==> config.mk <==
export PLATFORM = sky130hd
export DESIGN_NAME = req_dispatch
export DESIGN_NICKNAME = d
export VERILOG_FILES = /design/src/logic/req_pkg.sv /design/src/logic/req_dispatch.sv
export SDC_FILE = /design/constraint.sdc
export NUM_CORES = 1
export LEC_CHECK = 0
export BUFFER_PORTS_ARGS = -buffer_cell sky130_fd_sc_hd__buf_4
export CAP_MARGIN = 40
export CORE_MARGIN = 5
export CORE_UTILIZATION = 21
export CTS_BUF_LIST = sky130_fd_sc_hd__clkbuf_16
export DETAILED_ROUTE_END_ITERATION = 8
export GPL_ROUTABILITY_DRIVEN = 0
export GPL_TIMING_DRIVEN = 0
export PLACE_DENSITY = 0.75
export RECOVER_POWER = 50
export SYNTH_ARGS = -nofsm -noshare
export SYNTH_HDL_FRONTEND = slang
export SYNTH_SLANG_ARGS = --single-unit
==> constraint.sdc <==
create_clock -name aclk -period 0.8 [get_ports aclk]
set_input_delay 0.04 -clock aclk [delete_from_list [all_inputs] [get_ports aclk]]
set_output_delay 0.04 -clock aclk [all_outputs]
set_load 0.05 [all_outputs]
==> src/logic/req_pkg.sv <==
package req_pkg;

    localparam int QP_W    = 4;     // Queue-pair number
    localparam int VADDR_W = 48;    // Virtual address
    localparam int LEN_W   = 28;    // Transfer length

    // Read and write carry the same fields
    typedef enum logic {
        OP_RD = 1'b0,
        OP_WR = 1'b1
    } op_t;

endpackage

==> src/logic/req_dispatch.sv <==
`timescale 1ns/1ps

module req_dispatch
    import req_pkg::*;
#(
    parameter int N_QP = 4
) (
    input  logic                aclk,
    input  logic                aresetn,

    input  logic                s_req_valid,
    output logic                s_req_ready,
    input  logic [QP_W-1:0]     s_req_qp,
    input  op_t                 s_req_op,
    input  logic [VADDR_W-1:0]  s_req_vaddr,
    input  logic [LEN_W-1:0]    s_req_len,

    input  logic                ecn_valid,
    input  logic [QP_W-1:0]     ecn_qp,
    input  logic                ecn_mark,

    output logic [N_QP-1:0]     enq_valid,
    input  logic [N_QP-1:0]     enq_ready,
    output op_t                 enq_op,
    output logic [VADDR_W-1:0]  enq_vaddr,
    output logic [LEN_W-1:0]    enq_len,

    output logic [N_QP-1:0]     lane_ecn_valid,
    output logic                lane_ecn_mark
);

    logic [N_QP-1:0] req_sel;
    logic [N_QP-1:0] ecn_sel;

    always_comb begin
        for (int i = 0; i < N_QP; i++) begin
            req_sel[i] = (s_req_qp == QP_W'(i));
            ecn_sel[i] = (ecn_qp == QP_W'(i));
        end
    end

    assign enq_valid   = s_req_valid ? req_sel : '0;
    assign s_req_ready = |(req_sel & enq_ready);   // QP with no lane is never taken
    assign enq_op      = s_req_op;
    assign enq_vaddr   = s_req_vaddr;
    assign enq_len     = s_req_len;

    always_ff @(posedge aclk) begin
        if (!aresetn) begin
            lane_ecn_valid <= '0;
        end else begin
            lane_ecn_valid <= ecn_valid ? ecn_sel : '0;
        end
    end

    always_ff @(posedge aclk) begin
        lane_ecn_mark <= ecn_mark;
    end

endmodule

==> flow_summary.ini <==
[status]
status = finished, violations left
violations = hold timing, setup timing

[run]
cap_violations = 0

[synthesis]
synth_common_cells = buf_4 (77), nor3_1 (8), dfxtp_1 (5), inv_1 (4)
synth_nets = 192
async_flop_share = 0
netlist_area_um2 = 788
yosysUniqueCellTypes = 8
synth_edf_count = 0
ys_seq_elements = 5
yosysMostFrequentCell = buf_4
synth_area_leaders = buf_4 (73%), dfxtp_1 (13%), nor3_1 (5.1%), mux4_2 (2.9%), inv_1 (1.9%)
synth_top_cell_by_area = buf_4
synth_warnings = 0
syn_avg_cell_area_um2 = 8.04
synth_ff_type = dfxtp_1
synth_cells = 98
synth_top_area_share = 0.733
ys_seq_area_frac = 0.127

[die]
row_count = 22
die_h_um = 71.3
core_um2 = 3660
die_area_um2 = 5080
pin_count = 181
start_util = 0.215
die_x_um = 71.3

[route]
avgViaCountPerCell = 3.59
drtAntennaViolNets = 0
drt_iter0_markers = 13
drt-pass1-iter-count = 2
num_vias = 930
wl_per_cell_um = 12.3
drcViolationCount = 0
wirelength_mm = 3.18

[critical_path]
cp_max_fo = 4
cp_num_buf_inv = 2
cp.required_ns = 0.76
start_kind = input port
critical_path_class = input port to output pin
cp_slowest_stage_delay_ns = 0.45
worstPathCellList = buf_8, or3b_4, nor3_4, buf_6
worstSetupEndpointType = output pin
critPathArrivalTime_ns = 0.92
critical_path.slowest_cell = or3b_4
cp_top_family = simple AND/OR/NAND/NOR gates

[timing]
timing.final.crit_share = 1.20
fmax_mhz = 1040
setup_violations = 5
max_slew_margin = 0.597
tightest_slew_ns = 0.608
setup_slack_ns = -0.157
whs_ns = -0.00238
period_minus_slack_ns = 0.957
rsz0062_at_grt = true
hold_violations = 1
slew_violations = 0

[layout]
syn2layout_area_growth_pct = 117
diodes = 0
nNetsFinal = 306
drive_gt1_frac = 0.739

[place]
pre_cts_slack_ns = -0.254
hpwl_mm = 2.95
io_buffers = 103

[cts]
cts_tree = done
cts.sinks = 5
root_buffer = clkbuf_16
ctsHtreeMaxLevel = 1
cts_buffer_depth = 2
cts_buffers = 3
clkTransAtPathRegs_ns = 0.03

[global_routing]
grt_antenna_before_repair = 0
grt_pass1_vias = 947
grt.total_usage = 0.105
grt_max_degree = 5
grt_pass1_wl_mm = 4.37
overflow = 0

[pwr]
leakagePower_nw = 0.913
power.density_nw_per_um2 = 1480
peakVddDrop_uv = 506

[hold_path]
worstHoldPathType = input port to flop
## state kept, by name, summed over array words and instances (netlist names)
register,cells
lane_ecn_mark,1
lane_ecn_valid,4
## stage by stage
stage	util	cell area, um^2	std cells	total power [mW]	setup TNS (ns)
finish	0.467	1710	259	2.52	-0.709
global route	0.467	1710	259	2.62	-0.847
global placement	0.458	1680	249	1.78	-1.09
CTS	0.498	1820	256	2.63	-0.732
floorplan	-	842	98	1.38	-0.740
detailed placement	0.458	1680	249	1.79	-1.10
## timing repair
action,4_1_cts,5_1_grt
setup buffers,1,3
hold buffers,2,0
cloned,0,0
hold endpoints to repair,3,0
resized for setup,11,3
pin swaps,2,0
setup endpoints to repair,5,6
## power breakdown
part	leakage (nW)	internal [mW]	total (mW)	switching, mW
registers	0.0407	0.256	0.257	0.00117
clock network	0.0423	0.646	0.798	0.152
logic	0.830	0.516	1.47	0.951
## layer usage
| metal | GRT usage | vias to the layer above | wire length (um) |
|---|---|---|---|
| met5 | 0 | - | 0 |
| met4 | 0.0125 | 0 | 0 |
| met3 | 0.0603 | 0 | 543 |
| met2 | 0.198 | 87 | 1790 |
| met1 | 0.0998 | 389 | 846 |
| li1 | - | 454 | - |
## final cells by class
cell class              count  area, um^2
fillers                   377        1950
well taps                  48        60.1
flip-flops and latches      5         100
multi-input cells          12         159
inverters                   4        15.0
clock inverters             1        3.75
repair buffers            109         717
clock buffers               3        75.1
plain buffers              77         578
## worst paths after layout
kind        start           endpoint  slack, ns  depth (start not counted)
max   s_req_qp[2]       enq_valid[0]      -0.16                          4
min     ecn_qp[0]  lane_ecn_valid[2]     -0.002                          2
## kinds of logic (layout without fill, tap and decap cells)
group                  count (synthesis)  count (layout)  share of synthesized area
buffers and inverters                 81             194                      0.752
DFF                                    5               5                      0.127
muxes                                  1               1                     0.0286
and+or+nand+nor                       11              11                     0.0921
## cell usage in the layout (no fill, tap or decap)
| cell type | synthesis | routed |
|---|---|---|
| buf_4 | 77 | 134 |
| clkbuf_1 | 0 | 40 |
| buf_6 | 0 | 7 |
| inv_1 | 4 | 5 |
| dfxtp_1 | 5 | 5 |
| nor3_4 | 0 | 4 |
| clkbuf_16 | 0 | 3 |
| nor3_2 | 0 | 2 |
| nor3_1 | 8 | 2 |
| dlygate4sd3_1 | 0 | 2 |
| or3b_4 | 0 | 1 |
| mux4_2 | 1 | 1 |
| nor3b_4 | 0 | 1 |
| nand4bb_1 | 1 | 1 |
| buf_12 | 0 | 1 |
| buf_8 | 0 | 1 |
| clkbuf_2 | 0 | 1 |
No activity file was read; power rests on OpenSTA's default activity.
