===== config.mk =====
export PLATFORM = sky130hd
export DESIGN_NAME = cc_lane
export DESIGN_NICKNAME = d
export VERILOG_FILES = /design/src/logic/cc_params_pkg.sv /design/src/logic/req_pkg.sv /design/src/logic/cc_rate_ctrl.sv /design/src/logic/cc_lane.sv
export SDC_FILE = /design/constraint.sdc
export NUM_CORES = 2
export LEC_CHECK = 0
export BUFFER_PORTS_ARGS = -buffer_cell sky130_fd_sc_hd__buf_2
export CORE_ASPECT_RATIO = 0.7
export CORE_MARGIN = 4
export CORE_UTILIZATION = 40
export CTS_CLUSTER_SIZE = 24
export DETAILED_ROUTE_END_ITERATION = 6
export GPL_TIMING_DRIVEN = 0
export PLACE_DENSITY_LB_ADDON = 0.25
export REMOVE_ABC_BUFFERS = 1
export SLEW_MARGIN = 40
export SYNTH_ARGS = -nofsm -noshare
export SYNTH_HDL_FRONTEND = slang
export SYNTH_SLANG_ARGS = --single-unit

===== constraint.sdc =====
create_clock -name aclk -period 88.6 [get_ports aclk]
set_input_delay 4.43 -clock aclk [delete_from_list [all_inputs] [get_ports aclk]]
set_output_delay 4.43 -clock aclk [all_outputs]
set_load 0.02 [all_outputs]

===== src/logic/cc_params_pkg.sv =====
package cc_params_pkg;

    // Gap registers, all in clock cycles
    localparam int GAP_W        = 16;
    localparam int GAP_INIT     = 16;     // Current and target after reset
    localparam int GAP_MIN      = 4;
    localparam int GAP_MAX      = 1024;
    localparam int GAP_AI       = 2;      // Target shrink per increase step

    // Alpha is an 8-bit fraction, ALPHA_ONE is 1.0
    localparam int ALPHA_ONE    = 256;
    localparam int ALPHA_G      = 16;     // Gain g = 1/16

    // Spacing between two decreases, also the alpha decay window
    localparam int MARK_HOLDOFF = 50;

    // Additive increase fires after PERIOD_F time periods or PERIOD_F releases
    localparam int PERIOD_F     = 5;
    localparam int TIME_PERIOD  = 100;    // Cycles per time period

endpackage


===== src/logic/req_pkg.sv =====
package req_pkg;

    localparam int QP_W    = 4;     // Queue-pair number
    localparam int VADDR_W = 48;    // Virtual address
    localparam int LEN_W   = 28;    // Transfer length

    // Read and write carry the same fields
    typedef enum logic {
        OP_RD = 1'b0,
        OP_WR = 1'b1
    } op_t;

endpackage


===== src/logic/cc_rate_ctrl.sv =====
`timescale 1ns/1ps

module cc_rate_ctrl
    import cc_params_pkg::*;
(
    input  logic             aclk,
    input  logic             aresetn,
    input  logic             ecn_valid,
    input  logic             ecn_mark,
    input  logic             sent,
    output logic [GAP_W-1:0] gap
);

    localparam int FRAC_W  = $clog2(ALPHA_ONE);
    localparam int ALPHA_W = FRAC_W + 1;
    localparam int TP_W    = $clog2(TIME_PERIOD);
    localparam int PF_W    = $clog2(PERIOD_F + 1);

    logic [GAP_W-1:0]   target;
    logic [ALPHA_W-1:0] alpha;
    logic [31:0]        timer;
    logic [31:0]        last_dec;
    logic [31:0]        last_mark;
    logic [TP_W-1:0]    tp_cnt;
    logic               tp_tick;
    logic [PF_W-1:0]    period_cnt;
    logic [PF_W-1:0]    rel_cnt;

    logic               marked;
    logic               dec_now;
    logic               decay;
    logic               ai_time;
    logic               ai_byte;
    logic [31:0]        grow_num;
    logic [31:0]        grow_den;
    logic [31:0]        grow_q;
    logic [GAP_W-1:0]   gap_grown;
    logic [GAP_W:0]     gap_sum;
    logic [GAP_W-1:0]   target_ai;
    logic [31:0]        alpha_keep;

    assign marked  = ecn_valid && ecn_mark;
    assign dec_now = marked && ((timer - last_dec) > MARK_HOLDOFF);
    assign decay   = (timer - last_mark) >= MARK_HOLDOFF;
    assign tp_tick = (tp_cnt == TP_W'(TIME_PERIOD - 1));
    assign ai_time = period_cnt >= PERIOD_F;
    assign ai_byte = rel_cnt >= PERIOD_F;

    // gap / (1 - alpha/2), a longer gap is a lower rate
    assign grow_num  = 32'(gap) << FRAC_W;
    assign grow_den  = 32'(ALPHA_ONE) - 32'(alpha >> 1);
    assign grow_q    = grow_num / grow_den;
    assign gap_grown = (grow_q > GAP_MAX) ? GAP_W'(GAP_MAX) : grow_q[GAP_W-1:0];

    assign gap_sum    = gap + target;
    assign target_ai  = (target >= GAP_MIN + GAP_AI) ? target - GAP_W'(GAP_AI)
                                                     : GAP_W'(GAP_MIN);
    assign alpha_keep = (32'(ALPHA_ONE - ALPHA_G) * 32'(alpha)) >> FRAC_W;   // (1-g)*alpha

    always_ff @(posedge aclk) begin
        if (!aresetn) begin
            gap        <= GAP_W'(GAP_INIT);
            target     <= GAP_W'(GAP_INIT);
            alpha      <= ALPHA_W'(ALPHA_ONE);
            timer      <= '0;
            last_dec   <= '0;
            last_mark  <= '0;
            tp_cnt     <= '0;
            period_cnt <= '0;
            rel_cnt    <= '0;
        end else begin
            timer      <= timer + 1;
            tp_cnt     <= tp_tick ? '0 : tp_cnt + 1'b1;
            period_cnt <= ai_time ? PF_W'(tp_tick) : period_cnt + PF_W'(tp_tick);
            rel_cnt    <= ai_byte ? PF_W'(sent) : rel_cnt + PF_W'(sent);

            if (dec_now) begin
                target   <= gap;
                gap      <= gap_grown;
                alpha    <= ALPHA_W'(alpha_keep + ALPHA_G);
                last_dec <= timer;
            end else begin
                if (ai_time || ai_byte) begin
                    target <= target_ai;
                end
                if (!marked) begin
                    gap <= gap_sum[GAP_W:1];   // Fast recovery
                end
                if (decay) begin
                    alpha <= ALPHA_W'(alpha_keep);
                end
            end

            // Quiet window restarts on every mark and on every decay step
            if (marked || decay) begin
                last_mark <= timer;
            end
        end
    end

endmodule


===== src/logic/cc_lane.sv =====
`timescale 1ns/1ps

module cc_lane
    import req_pkg::*;
    import cc_params_pkg::*;
#(
    parameter int QDEPTH = 8
) (
    input  logic                aclk,
    input  logic                aresetn,

    input  logic                enq_valid,
    output logic                enq_ready,
    input  op_t                 enq_op,
    input  logic [VADDR_W-1:0]  enq_vaddr,
    input  logic [LEN_W-1:0]    enq_len,

    input  logic                ecn_valid,
    input  logic                ecn_mark,

    output logic                deq_valid,
    input  logic                deq_ready,
    output op_t                 deq_op,
    output logic [VADDR_W-1:0]  deq_vaddr,
    output logic [LEN_W-1:0]    deq_len
);

    localparam int PTR_W = (QDEPTH > 1) ? $clog2(QDEPTH) : 1;

    op_t                mem_op    [QDEPTH];
    logic [VADDR_W-1:0] mem_vaddr [QDEPTH];
    logic [LEN_W-1:0]   mem_len   [QDEPTH];
    logic [PTR_W-1:0]   wr_ptr;
    logic [PTR_W-1:0]   rd_ptr;
    logic [PTR_W:0]     count;
    logic [GAP_W-1:0]   pace_cnt;
    logic [GAP_W-1:0]   gap;
    logic               held;
    logic               do_enq;
    logic               do_deq;

    assign enq_ready = (count < QDEPTH);
    assign do_enq    = enq_valid && enq_ready;
    assign do_deq    = deq_valid && deq_ready;

    // Once offered the head stays offered, even if the gap grows
    assign deq_valid = (count != '0) && (held || (pace_cnt >= gap));
    assign deq_op    = mem_op[rd_ptr];
    assign deq_vaddr = mem_vaddr[rd_ptr];
    assign deq_len   = mem_len[rd_ptr];

    always_ff @(posedge aclk) begin
        if (do_enq) begin
            mem_op[wr_ptr]    <= enq_op;
            mem_vaddr[wr_ptr] <= enq_vaddr;
            mem_len[wr_ptr]   <= enq_len;
        end
    end

    always_ff @(posedge aclk) begin
        if (!aresetn) begin
            wr_ptr   <= '0;
            rd_ptr   <= '0;
            count    <= '0;
            pace_cnt <= '0;
            held     <= 1'b0;
        end else begin
            if (do_enq) begin
                wr_ptr <= (wr_ptr == PTR_W'(QDEPTH - 1)) ? '0 : wr_ptr + 1'b1;
            end
            if (do_deq) begin
                rd_ptr <= (rd_ptr == PTR_W'(QDEPTH - 1)) ? '0 : rd_ptr + 1'b1;
            end
            count <= count + (PTR_W + 1)'(do_enq) - (PTR_W + 1)'(do_deq);

            if (do_deq) begin
                pace_cnt <= '0;
            end else if (pace_cnt < GAP_MAX) begin
                pace_cnt <= pace_cnt + 1'b1;   // Saturates at GAP_MAX
            end

            if (do_deq) begin
                held <= 1'b0;
            end else if (deq_valid) begin
                held <= 1'b1;
            end
        end
    end

    cc_rate_ctrl u_rate (
        .aclk      (aclk),
        .aresetn   (aresetn),
        .ecn_valid (ecn_valid),
        .ecn_mark  (ecn_mark),
        .sent      (do_deq),
        .gap       (gap)
    );

endmodule


==> summary.md <==
| Metric | Value |
|---|---|
| Netlist cell types | 132 |
| Final Instance Area | 64600 sq um |
| Setup Viol. Count Final | 0 |
| Pin slew with the least headroom to its limit | 0.997 ns |
| Register area share after synthesis | 0.392 |
| Crit. End Element | register |
| Yosys warning count | 0 |
| Area growth syn-to-layout | 14.4% |
| Crit path DAT | 83.61 ns |
| Rel. slew slack | 0.329 |
| HPWL Detailed | 116 mm |
| CTS sink cnt | 796 |
| Period minus WS final | 83.11 ns |
| Layout cell share with drive strength beyond 1 | 0.188 |
| Multi-input logic area | 33800 sq um |
| Commonest non-fill, non-tap cell in the layout | edfxtp_1 |
| Die W | roughly 460 microns |
| CTS tree | built |
| Vias per cell | slightly below 6 |
| Most frequent cells in the layout | edfxtp_1 (616), nand2_1 (445), nor2_1 (403), ha_1 (378), a21oi_1 (294) |
| Hold Path Class | register to register |
| Clock Skew | 0.0322 ns |
| Routed len/inst | 19.8 microns |
| Post-synth EDFFs | 616 |
| Initial DRT Pass Iterations | 7 |
| H-tree depth | 3 |
| Failing checks | design-rule violations |
| CP peak stage delay | 0.68 ns |
| Via count | approximately 45000 |
| Die Ht | 322 microns |
| Iteration-0 DRC count of the detailed router | around 4000 |
| Startpoint Class | register |
| Layout Nets | 6380 |
| Root Buffer | clkbuf_16 |
| Synth Register Bits | 796 |
| Area after DPL | 60500 sq um |
| Overflow after GRT | 0 |
| Drt drc | 2 |
| Clock Tree Buf Depth | 3 |
| Syn Area/Cell | 10.1 sq um |
| Row count | 114 |
| Initial antenna violation count | 12 |
| Status | complete, but fails checks |
| Final max-slew violation count | 0 |
| I/O Buffers | 161 |
| Initial Util | 0.406 |
| First-pass GRT wire length | 242 mm |
| Vias in the first global route | 42400 |
| Slowest stage cell, crit path | or4b_2 |
| Max-cap violation count | 0 |
| Required time worst endpoint | 89.10 ns |
| Core area | around 140000 sq um |
| Worst-path maximum fanout | 25 |
| Final hold viol count | 0 |
| Cells after Synth | 5573 |
| Top-Level Pins | ~160 |
| Worst Path Class, Setup | register to register |
| CTS clk-pin slew, worst paths | ~0.070 ns |
| Crit share post-route | 0.938 |
| CTS buffer count | 77 |
| Sequential cell area | 22100 sq um |
| Total Routing Usage GR | 0.202 |
| Asr flop ratio synth | 0 |
| Largest net degree at the start of global routing | 94 |
| DRT antenna net count | 0 |
| Achievable Freq | roughly 12 MHz |
| Final Routed Wirelength | 155 mm |
| Most used cell along the critical path | o21a_1 |
| Fillcell total | 12900 |
| Worst-Skew Late Latency | ~0.66 ns |
| Synthesized area | about 56000 sq um |
| Most used DFF post-synth | edfxtp_1 |
| Gpl congestion | between 0.9 and 1 |
| Die area | 147000 sq um |
[final timing paths]
| kind | from | slack (ns) | cells past startpoint | endpoint |
|---|---|---|---|---|
| worst max-delay path | u_rate.alpha[2] | 5.49 | 395 | u_rate.gap[0] |
| worst min-delay path | pace_cnt[13] | 0.46 | 2 | pace_cnt[13] |
| worst max register to register | u_rate.alpha[2] | 5.49 | 395 | u_rate.gap[0] |
| worst min register to register | pace_cnt[13] | 0.46 | 2 | pace_cnt[13] |
[area by class of cell]
type	count	share of cell area
inverter	199	0.0118
clock inverter	38	0.00653
multi-input combinational	4383	0.523
clock buffer	101	0.0319
sequential	796	0.343
tap	1856	0.0360
timing repair buffer	443	0.0480
antenna	4	0.000155
[metrics by stage]
step | util | cells | setup TNS [ns] | hold slack [ns] | setup slack [ns]
floorplan | - | 5371 | 0 | 0.430 | 5.37
global placement | 0.422 | 7388 | -143.24 | 0.445 | -15.35
detailed placement | 0.435 | 7577 | -79.12 | 0.453 | -9.39
CTS | 0.456 | 7732 | 0 | 0.463 | 0.0194
global route | 0.464 | 7820 | -0.206 | 0.485 | -0.206
finish | 0.464 | 7820 | 0 | 0.460 | 5.49
[routing by layer]
layer	GRT usage	wire length [microns]	vias to the layer above
met1	0.312	77500	21900
met5	0	0	-
met4	0.0372	2340	0
met2	0.299	65100	1306
li1	-	-	22000
met3	0.0344	9830	151
[synthesized netlist by cell type (150+ instances only)]
cell / n / area [sq um]
edfxtp_1: 616 / 18500
xnor2_1: 176 / 1540
a21oi_1: 308 / 1540
dfxtp_1: 180 / 3600
o21ai_0: 213 / 1070
nor2_1: 425 / 1600
ha_1: 379 / 4740
nor3_1: 227 / 1140
clkbuf_1: 150 / 563
o21a_1: 185 / 1390
inv_1: 197 / 739
nand2_1: 453 / 1700
mux4_2: 154 / 3470
[kinds of logic after synthesis]
family                     Yosys count  share of synthesized area
buffers and inverters              407                     0.0280
adders and majority gates          399                     0.0908
AOI/OAI and AO/OA                 1433                      0.175
and+or+nand+nor                   1926                      0.174
other                                1                  0.0000665
xor gates and xnor gates           279                     0.0433
DFF                                796                      0.392
muxes                              332                     0.0963
[state kept, by name, summed over array words and instances, names as in the netlist, named ones only]
| signal | flops |
|---|---|
| count | 4 |
| held | 1 |
| mem_len | 224 |
| mem_op | 8 |
| mem_vaddr | 384 |
| pace_cnt | 16 |
| rd_ptr | 3 |
| u_rate.alpha | 9 |
| u_rate.gap | 16 |
| u_rate.last_dec | 32 |
| u_rate.last_mark | 32 |
| u_rate.period_cnt | 3 |
| u_rate.rel_cnt | 3 |
| u_rate.target | 16 |
| u_rate.timer | 32 |
| u_rate.tp_cnt | 7 |
| wr_ptr | 3 |
[worst max-delay path: cells and delay by family (launching register included)]
| family | cells | cell delay (ns) |
|---|---|---|
| AOI/OAI and AO/OA | 210 | 41.20 |
| and+or+nand+nor | 121 | 24.72 |
| adders and majority gates | 32 | 9.76 |
| buffers and inverters | 20 | 3.04 |
| DFF | 1 | 0.46 |
| muxes | 12 | 3.56 |
[what timing repair did]
item / in CTS / in global routing
buffers inserted: 14 / 78
pin swaps: 6 / 22
hold buffers: 0 / 0
gates resized for setup: 57 / 105
endpoints found under the setup margin: 10 / 10
gates cloned: 2 / 5
Power is not shown: default switching activity piles up to over one toggle a cycle in this logic, so the estimate is an artifact.
