[config.mk]
export PLATFORM = sky130hd
export DESIGN_NAME = req_merge
export DESIGN_NICKNAME = d
export VERILOG_FILES = /design/src/logic/req_pkg.sv /design/src/logic/req_merge.sv
export SDC_FILE = /design/constraint.sdc
export NUM_CORES = 1
export LEC_CHECK = 0
export BUFFER_PORTS_ARGS = -buffer_cell sky130_fd_sc_hd__buf_2
export CAP_MARGIN = 20
export CORE_AREA = 2 2 154 156
export CTS_CLUSTER_SIZE = 25
export DETAILED_ROUTE_END_ITERATION = 10
export DIE_AREA = 0 0 156 158
export HOLD_SLACK_MARGIN = 0.05
export SETUP_SLACK_MARGIN = 0.4
export SLEW_MARGIN = 20
export SYNTH_ARGS = -nofsm -noshare
export SYNTH_HDL_FRONTEND = slang
export SYNTH_SLANG_ARGS = --single-unit
[constraint.sdc]
create_clock -name aclk -period 5.7 [get_ports aclk]
set_clock_uncertainty 0.2 [all_clocks]
set_input_delay 1.14 -clock aclk [delete_from_list [all_inputs] [get_ports aclk]]
set_output_delay 1.14 -clock aclk [all_outputs]
set_load 0.03 [all_outputs]
[src/logic/req_pkg.sv]
package req_pkg;

    localparam int QP_W    = 4;     // Queue-pair number
    localparam int VADDR_W = 48;    // Virtual address
    localparam int LEN_W   = 28;    // Transfer length

    // Read and write carry the same fields
    typedef enum logic {
        OP_RD = 1'b0,
        OP_WR = 1'b1
    } op_t;

endpackage

[src/logic/req_merge.sv]
`timescale 1ns/1ps

module req_merge
    import req_pkg::*;
#(
    parameter int N_QP = 4
) (
    input  logic                           aclk,
    input  logic                           aresetn,

    input  logic [N_QP-1:0]                deq_valid,
    output logic [N_QP-1:0]                deq_ready,
    input  op_t  [N_QP-1:0]                deq_op,
    input  logic [N_QP-1:0][VADDR_W-1:0]   deq_vaddr,
    input  logic [N_QP-1:0][LEN_W-1:0]     deq_len,

    output logic                           m_req_valid,
    input  logic                           m_req_ready,
    output logic [QP_W-1:0]                m_req_qp,
    output op_t                            m_req_op,
    output logic [VADDR_W-1:0]             m_req_vaddr,
    output logic [LEN_W-1:0]               m_req_len
);

    localparam int IDX_W = (N_QP > 1) ? $clog2(N_QP) : 1;

    logic [IDX_W-1:0] rr_ptr;
    logic [IDX_W-1:0] lock_idx;
    logic             locked;
    logic [IDX_W-1:0] grant;
    logic [IDX_W-1:0] next_ptr;

    always_comb begin
        int idx;
        grant       = rr_ptr;
        m_req_valid = 1'b0;
        for (int k = 0; k < N_QP; k++) begin
            idx = int'(rr_ptr) + k;
            if (idx >= N_QP) begin
                idx = idx - N_QP;
            end
            if (!m_req_valid && deq_valid[idx]) begin
                grant       = IDX_W'(idx);
                m_req_valid = 1'b1;
            end
        end
        if (locked) begin
            grant       = lock_idx;   // Keep a stalled grant in place
            m_req_valid = deq_valid[lock_idx];
        end
        deq_ready        = '0;
        deq_ready[grant] = m_req_valid && m_req_ready;
    end

    assign m_req_qp    = QP_W'(grant);
    assign m_req_op    = deq_op[grant];
    assign m_req_vaddr = deq_vaddr[grant];
    assign m_req_len   = deq_len[grant];
    assign next_ptr    = (grant == IDX_W'(N_QP - 1)) ? '0 : grant + 1'b1;

    always_ff @(posedge aclk) begin
        if (!aresetn) begin
            rr_ptr   <= '0;
            locked   <= 1'b0;
            lock_idx <= '0;
        end else begin
            if (m_req_valid && m_req_ready) begin
                rr_ptr <= next_ptr;
            end
            locked   <= m_req_valid && !m_req_ready;
            lock_idx <= grant;
        end
    end

endmodule

==> results by group, run 1 <==
Outcome
  – Outcome: complete, no violations

STA
  – Setup TNS Final: 0 ns
  – Worst slew margin: 0.312
  – Fmax: 197 MHz
  – Final Max Tran Viols: 0
  – Final setup fails: 0
  – RSZ-0062 raised after global routing: false
  – Hold Vio Cnt, Final: 0
  – Final cycle utilization of the critical path: 0.890
  – Shortest clock period the worst path allows after layout: 5.07 ns
  – Tightest Pin Transition: 1.03 ns
  – Min Hold Slack: 0.291 ns

Synthesis
  – Ys async rst share: 0
  – Register area share after synthesis: 0.0198
  – Synthesized area: 5050 sq um
  – Synth Flop Type: dfxtp_1
  – Syn_area_per_cell: 7.12 sq um
  – Post-synth cell types: 39
  – Post-Syn Instances: 709
  – EDFF count, synth: 0
  – Flops & latches, synth: 5
  – Yosys warns: 0

Global routing
  – Antenna violations before repair: 4
  – Vias in the first global route: 7733
  – First-pass GRT wire length: 41200 um
  – Largest net degree at the start of global routing: 95
  – Met3 GRT Util: 0.0312
  – GRT Total Usage: 0.206
  – Gr busiest metal: met2
  – Global routing usage on met2: 0.367
  – Grt ovf: 0
  – Met1 usage: 0.254

Worst setup path
  – CP delay by family, top: compound AO/OA/AOI/OAI gates
  – Critical Path RT: 4.36 ns
  – Setup crit end kind: output pin
  – R2R Path End: rr_ptr[1]$_SDFFE_PN0P_
  – Critical path type: input pin to output pin
  – Number of buffers and inverters on the critical path: 4
  – Crit-path max cell delay: 0.62 ns
  – Startpoint Class: input pin
  – Crit-path slowest cell: o21a_2
  – Cell Chain, Critical Path: buf_2 > nand2b_1 > a21oi_4 > buf_4 > o21a_2 > buf_4 > o21ai_0 > a22oi_1 > buf_2
  – Max Fanout on Critical Path: 31
  – R2R Setup Slk: 2.48 ns
  – Reg2Reg Launch Point: locked$_SDFF_PN0_
  – FF-to-FF path depth: 6
  – Arrival time at the worst endpoint: 3.73 ns

Die
  – Initial Util: 0.219
  – I/O pins: 401
  – Die height: 158 um
  – Die Width: 156 um
  – CORE AREA: 23100 sq um
  – Die ar.: 24600 sq um
  – Site row count: 56

Layout
  – Net count, final: 1330
  – Area Overhead vs Synth: 44.0%
  – Most common cell after layout, fill and taps aside: buf_2
  – Fillers: 2541
  – Share of cells above drive strength 1: 0.508
  – Most frequent cells in the layout: buf_2 (398), a31oi_1 (154), mux2_2 (78)

Placement
  – Port bufs: 398
  – Detailed Place HPWL: 19200 um
  – Final Wtd Congestion: 0.858

Flow run
  – MaxCap Viol Count: 0

Route
  – DR vias/cell: 6.22
  – Detailed Route WL: 28000 um
  – Routed len/inst: 21.4 um
  – DR vias: 8124
  – First drt pass iteration count: 6
  – Antenna Nets Post-Route: 0
  – First DRT Iteration DRCs: 870
  – DR DRC count: 0

CTS
  – TritonCTS clock tree: built
  – Worst-path clk slew: 0.03 ns
  – CTS hold repair buffers: 0
  – Bufs on Longest Clock Path: 2
  – TritonCTS Buffers: 3
  – Clk sink count: 5
  – Root Driver: clkbuf_16
  – Htree depth: 1
  – Post-cts gate resize count: 0
  – Post-CTS Setup Repair Bufs: 0
  – Clk Latency, worst-skew pair: 0.23 ns

Worst hold path
  – Hold Path Origin: rr_ptr[0]$_SDFFE_PN0P_
  – Hold worst-path end: rr_ptr[0]$_SDFFE_PN0P_
  – Worst hold path stage count: 2
  – Worst Hold Class: flip-flop to flip-flop

Power
  – Power per cell area: 243 nW/um^2
  – Leakage: 0.00297 uW
  – Worst VDD drop: 0.138 mV
[layout make-up]
class | instances | area (sq um) | area share
multi-input combinational | 579 | 4500 | 0.619
tap | 290 | 363 | 0.0499
inverter | 5 | 18.8 | 0.00258
antenna | 3 | 7.51 | 0.00103
sequential | 5 | 108 | 0.0148
clock buffer | 4 | 78.8 | 0.0108
timing repair buffer | 420 | 2190 | 0.302
[sequential cells by signal (all words and copies together) (netlist names)]
signal,flops
lock_idx,2
locked,1
rr_ptr,2
[Yosys cell counts, drive strengths merged (3+ instances only)]
master | number | share of area
a31oi | 154 | 0.19
clkbuf | 88 | 0.065
mux2 | 78 | 0.17
o21ai | 78 | 0.077
a221oi | 77 | 0.13
a22oi | 77 | 0.11
nor4b | 77 | 0.13
buf | 33 | 0.035
dfxtp | 5 | 0.020
inv | 5 | 0.0037
nand2b | 5 | 0.0062
nor2 | 5 | 0.0037
nand2 | 3 | 0.0022
[how the worst max path moves through the flow]
| stage | start | end | slack, ns | depth (start not counted) |
|---|---|---|---|---|
| final | deq_valid[2] | m_req_vaddr[2] | 0.63 | 9 |
| after global routing | deq_valid[2] | m_req_vaddr[2] | 0.41 | 9 |
| after CTS | deq_valid[2] | m_req_len[18] | 0.63 | 9 |
| after detailed placement | deq_valid[2] | m_req_len[18] | 0.63 | 9 |
| after global placement | deq_valid[2] | m_req_len[18] | 0.70 | 9 |
| after floorplan | deq_valid[3] | deq_ready[1] | 1.36 | 5 |
[worst min-delay path, cell delays in order (launching register included)]
cell and delay, ns:
dfxtp_1 0.32, nand2_1 0.05, a21boi_0 0.06
[through the flow]
| stage | total power, uW | cell area [sq um] | util | instances | setup WS (ns) |
|---|---|---|---|---|---|
| 6_report | 1770 | 7270 | 0.315 | 1306 | 0.627 |
| 5_1_grt | 1880 | 7260 | 0.315 | 1303 | 0.412 |
| 4_1_cts | 1760 | 7260 | 0.315 | 1303 | 0.629 |
| 3_5_place_dp | 1640 | 7180 | 0.312 | 1299 | 0.629 |
| 3_3_place_gp | 1630 | 7180 | 0.312 | 1299 | 0.702 |
| 2_1_floorplan | 1130 | 5050 | - | 710 | 1.36 |
[power by group]
part	leakage (uW)	total [uW]	switching [uW]	internal [uW]
logic	0.00289	1580	1030	550
clock network	0.0000382	115	22.4	92.6
registers	0.0000426	70.9	31.3	39.6
[cells by family (layout without fill, tap and decap cells)]
group                      after synthesis  count (layout)  share of synthesized area
muxes                                   80              80                      0.180
DFF                                      5               5                     0.0198
AOI/OAI and AO/OA                      395             395                      0.533
adders and majority gates                1               1                    0.00248
and+or+nand+nor                        101             101                      0.159
other                                    1               5                   0.000743
buffers and inverters                  126             429                      0.104
[metal layers]
layer | up-vias | wire length, um
met5 | - | 13
met4 | 2 | 727
met3 | 72 | 2340
met2 | 535 | 13800
met1 | 3856 | 11100
li1 | 3659 | -
(Power assumes the default switching activity.)
==> inputs of run 2 (changes only) <==
Settings changed: PLACE_DENSITY set to 0.56.
==> results by group, run 2 (synthesized netlist as in run 1, its figures left out) <==
Outcome
  – Outcome: complete, no violations

Global routing
  – Gr busiest metal: met2
  – GRT Total Usage: 0.204
  – Met1 usage: 0.248
  – First-pass GRT wire length: 41200 um
  – Antenna violations before repair: 2
  – Vias in the first global route: 7668
  – Met3 GRT Util: 0.0394
  – Grt ovf: 0
  – Largest net degree at the start of global routing: 100
  – Global routing usage on met2: 0.362

Die
  – Initial Util: 0.219
  – CORE AREA: 23100 sq um
  – Die Width: 156 um
  – Die ar.: 24600 sq um
  – Site row count: 56
  – Die height: 158 um
  – I/O pins: 401

Worst setup path
  – Crit-path max cell delay: 0.57 ns
  – Setup crit end kind: output pin
  – Arrival time at the worst endpoint: 3.47 ns
  – Number of buffers and inverters on the critical path: 4
  – Cell mode on critical path: buf_2
  – CP Depth: 9
  – Critical Path RT: 4.36 ns
  – Critical path type: input pin to output pin
  – CP delay by family, top: buffers and inverters
  – Crit-path slowest cell: o41a_2
  – Startpoint Class: input pin
  – FF-to-FF path depth: 5
  – Cell Chain, Critical Path: buf_2 > nand2b_1 > a21oi_4 > o41a_2 > inv_2 > buf_4 > a31oi_1 > a22oi_1 > buf_2
  – Max Fanout on Critical Path: 19

CTS
  – TritonCTS clock tree: built
  – Bufs on Longest Clock Path: 2
  – Clk sink count: 5
  – TritonCTS Buffers: 3
  – Clk Latency, worst-skew pair: 0.23 ns
  – Worst-path clk slew: 0.03 ns
  – Root Driver: clkbuf_16
  – CTS hold repair buffers: 0
  – Post-CTS Setup Repair Bufs: 0
  – Htree depth: 1
  – Post-cts gate resize count: 0

STA
  – Fmax: 208 MHz
  – Hold Vio Cnt, Final: 0
  – Worst slew margin: 0.294
  – Final cycle utilization of the critical path: 0.844
  – Tightest Pin Transition: 1.06 ns
  – Final setup fails: 0
  – Final WS setup: 0.891 ns
  – Final Max Tran Viols: 0
  – Setup TNS Final: 0 ns
  – RSZ-0062 raised after global routing: false
  – Shortest clock period the worst path allows after layout: 4.81 ns

Worst hold path
  – Worst Hold Class: flip-flop to flip-flop
  – Worst hold path stage count: 2

Route
  – First drt pass iteration count: 7
  – DR DRC count: 0
  – DR vias: 8062
  – DR vias/cell: 6.18
  – Antenna Nets Post-Route: 0
  – First DRT Iteration DRCs: 772
  – Detailed Route WL: 27700 um
  – Routed len/inst: 21.3 um

Power
  – Worst VDD drop: 0.146 mV
  – Power per cell area: 243 nW/um^2
  – Leakage: 0.00299 uW

Layout
  – Area Overhead vs Synth: 44.7%
  – Registers with the most flip-flops: lock_idx x2, rr_ptr x2, locked x1
  – Net count, final: 1330
  – Fillers: 2483
  – Most common cell after layout, fill and taps aside: buf_2
  – Most frequent cells in the layout: buf_2 (398), a31oi_1 (154), mux2_2 (78)
  – Share of cells above drive strength 1: 0.508

Flow run
  – MaxCap Viol Count: 0

Placement
  – Detailed Place HPWL: 19400 um
  – Final Wtd Congestion: 0.880
  – Port bufs: 398
  – Place WS: 0.751 ns
[run 2: worst register-to-register path, delay by kind of cell, from the launching register on]
| family | cells | cell delay [ns] |
|---|---|---|
| buf+inv | 1 | 0.94 |
| flops | 1 | 0.79 |
| mux | 2 | 0.74 |
| simple gates | 2 | 0.19 |
[run 2: layer usage]
metal  wire length, um  share of wire
met2             13500           0.49
met3              2520          0.091
met1             11100           0.40
met4               709          0.026
met5                 0              0
[run 2: worst paths after layout]
check                    startpoint                endpoint  slack, ns
max reg2reg       locked$_SDFF_PN0_  rr_ptr[1]$_SDFFE_PN0P_       2.72
min reg2reg  rr_ptr[0]$_SDFFE_PN0P_  rr_ptr[0]$_SDFFE_PN0P_       0.31
max                    deq_valid[2]          m_req_vaddr[7]       0.89
min          rr_ptr[0]$_SDFFE_PN0P_  rr_ptr[0]$_SDFFE_PN0P_       0.31
[run 2: stage by stage]
step            util  hold WS [ns]  instance area (sq um)  total power, uW  std cells
2_1_floorplan      -         0.260                   5050             1130        710
6_report       0.317         0.308                   7300             1780       1305
3_3_place_gp   0.312         0.288                   7190             1630       1298
5_1_grt        0.317         0.333                   7300             1900       1304
3_5_place_dp   0.312         0.300                   7190             1640       1298
4_1_cts        0.315         0.303                   7270             1760       1302
[run 2: report_power, final]
| group | total [uW] | switching [uW] | internal, uW |
|---|---|---|---|
| combinational | 1590 | 1030 | 561 |
| clock | 115 | 22.0 | 92.6 |
| sequential | 69.2 | 29.5 | 39.6 |
[run 2: layout make-up]
| class | count | area [sq um] | share of cell area |
|---|---|---|---|
| clock buffer | 4 | 78.8 | 0.0108 |
| sequential | 5 | 108 | 0.0147 |
| tap | 290 | 363 | 0.0497 |
| multi-input combinational | 579 | 4500 | 0.617 |
| inverter | 5 | 18.8 | 0.00257 |
| timing repair buffer | 420 | 2230 | 0.305 |
| antenna | 2 | 5.00 | 0.000685 |
==> inputs of run 3 (changes only) <==
Settings changed: CORE_AREA 2 2 154 156 to 2 2 157 159, DIE_AREA 0 0 156 158 to 0 0 159 161, PLACE_DENSITY 0.56 to 0.55.
Clock period 5.7 ns to 4.6 ns, I/O delays scaled along.
==> results by group, run 3 (synthesized netlist as in run 1, its figures left out) <==
Layout
  – Net count, final: 1334
  – Registers with the most flip-flops: lock_idx x2, rr_ptr x2, locked x1
  – Final Util: 0.311
  – Most common cell after layout, fill and taps aside: buf_2
  – Cell Count, Final, Fillers Out: 1343
  – Most frequent cells in the layout: buf_2 (398), a31oi_1 (154), mux2_2 (78)
  – Share of cells above drive strength 1: 0.511
  – Area Overhead vs Synth: 47.5%

Power
  – Clock network fraction of design power: 0.065
  – Leakage: 0.00303 uW
  – Sw Ratio: 0.608
  – Gate power share: 0.903
  – Worst VDD drop: 0.174 mV
  – NetSw: 1360 uW
  – Pint: 879 uW
  – Power per cell area: 301 nW/um^2
  – Flop pwr share: 0.032

Worst hold path
  – Worst Hold Class: flip-flop to flip-flop

Die
  – Die height: 161 um
  – CORE AREA: 24000 sq um
  – Die Width: 159 um
  – Die ar.: 25600 sq um
  – Initial Util: 0.211
  – Site row count: 57
  – I/O pins: 401

Route
  – First drt pass iteration count: 6
  – First DRT Iteration DRCs: 998
  – DR vias: 8163
  – Routed len/inst: 21.1 um
  – Detailed Route WL: 28300 um
  – DR DRC count: 0
  – DR vias/cell: 6.08
  – Antenna Nets Post-Route: 0

Flow run
  – MaxCap Viol Count: 0

Global routing
  – Largest net degree at the start of global routing: 82
  – Antenna violations before repair: 2
  – First-pass GRT wire length: 43400 um
  – GRT Total Usage: 0.202
  – Vias in the first global route: 7848
  – Grt ovf: 0

Worst setup path
  – Max Fanout on Critical Path: 63
  – Startpoint Class: input pin
  – Critical Path RT: 3.48 ns
  – Setup crit end kind: output pin
  – Arrival time at the worst endpoint: 2.91 ns
  – Critical path type: input pin to output pin

Placement
  – Place WS: 0.513 ns
  – Final Wtd Congestion: 0.974
  – Port bufs: 398
  – Dpl cells: 1337
  – Detailed Place HPWL: 19800 um

STA
  – Final Max Tran Viols: 0
  – RSZ-0062 raised after global routing: false
  – Worst slew margin: 0.399
  – Setup TNS Final: 0 ns
  – Hold Vio Cnt, Final: 0
  – Final setup fails: 0
  – Final cycle utilization of the critical path: 0.877
  – Final WS setup: 0.566 ns
  – Fmax: 248 MHz
  – Shortest clock period the worst path allows after layout: 4.03 ns
  – Tightest Pin Transition: 0.902 ns

CTS
  – TritonCTS clock tree: built
  – Htree depth: 1
  – Clk Latency, worst-skew pair: 0.23 ns
  – Worst-path clk slew: 0.03 ns
  – Root Driver: clkbuf_16
  – Post-cts gate resize count: 0
  – TritonCTS Buffers: 3
  – Clk sink count: 5
  – Post-CTS Setup Repair Bufs: 0
  – Bufs on Longest Clock Path: 2
  – CTS hold repair buffers: 0

Outcome
  – Outcome: complete, no violations
run 3: cell count changes in the layout (fill, tap and decap cells not counted), sizes merged:
cell | before | now
buf | 420 | 424
run 3: power groups by stage:
stage | Sequential (uW) | Clock, uW | Combinational, uW
3_5_place_dp | 72.6 | 0 | 2000
2_1_floorplan | 52.6 | 0 | 1350
4_1_cts | 71.9 | 148 | 2010
5_1_grt | 73.4 | 150 | 2160
6_report | 72.1 | 145 | 2030
3_3_place_gp | 72.4 | 0 | 2000
run 3: path summary, 6_finish.rpt:
path | from | endpoint | cells past startpoint | slack [ns]
max | deq_valid[3] | m_req_vaddr[1] | 8 | 0.57
min | rr_ptr[0]$_SDFFE_PN0P_ | rr_ptr[0]$_SDFFE_PN0P_ | 2 | 0.32
max reg2reg | locked$_SDFF_PN0_ | rr_ptr[1]$_SDFFE_PN0P_ | 7 | 1.95
min reg2reg | rr_ptr[0]$_SDFFE_PN0P_ | rr_ptr[0]$_SDFFE_PN0P_ | 2 | 0.32
run 3: per-layer routing:
metal	GRT usage	part of all wire
met2	0.350	0.49
met1	0.259	0.40
met4	0.0669	0.029
met3	0.0270	0.089
met5	0	0
run 3: metrics by stage:
step | hold slack [ns] | total power, uW | area, sq um
after global routing | 0.334 | 2380 | 7440
final | 0.324 | 2240 | 7450
after global placement | 0.284 | 2080 | 7360
after floorplan | 0.260 | 1400 | 5050
after CTS | 0.325 | 2230 | 7430
after detailed placement | 0.320 | 2080 | 7360
run 3: critical path: stages:
cell	delay [ns]
buf_2	0.15
nor2_1	0.19
o2bb2ai_4	0.30
o21a_2	0.28
buf_12	0.30
o21ai_0	0.30
a22oi_1	0.23
buf_2	0.23
run 3: layout make-up:
type                    instances  area [sq um]
clock buffers                   4          78.8
diodes                          2          5.00
well taps                     324           405
multi-input cells             579          4500
inverters                       5          18.8
repair buffers                424          2330
fillers                      2687         16500
flip-flops and latches          5           108
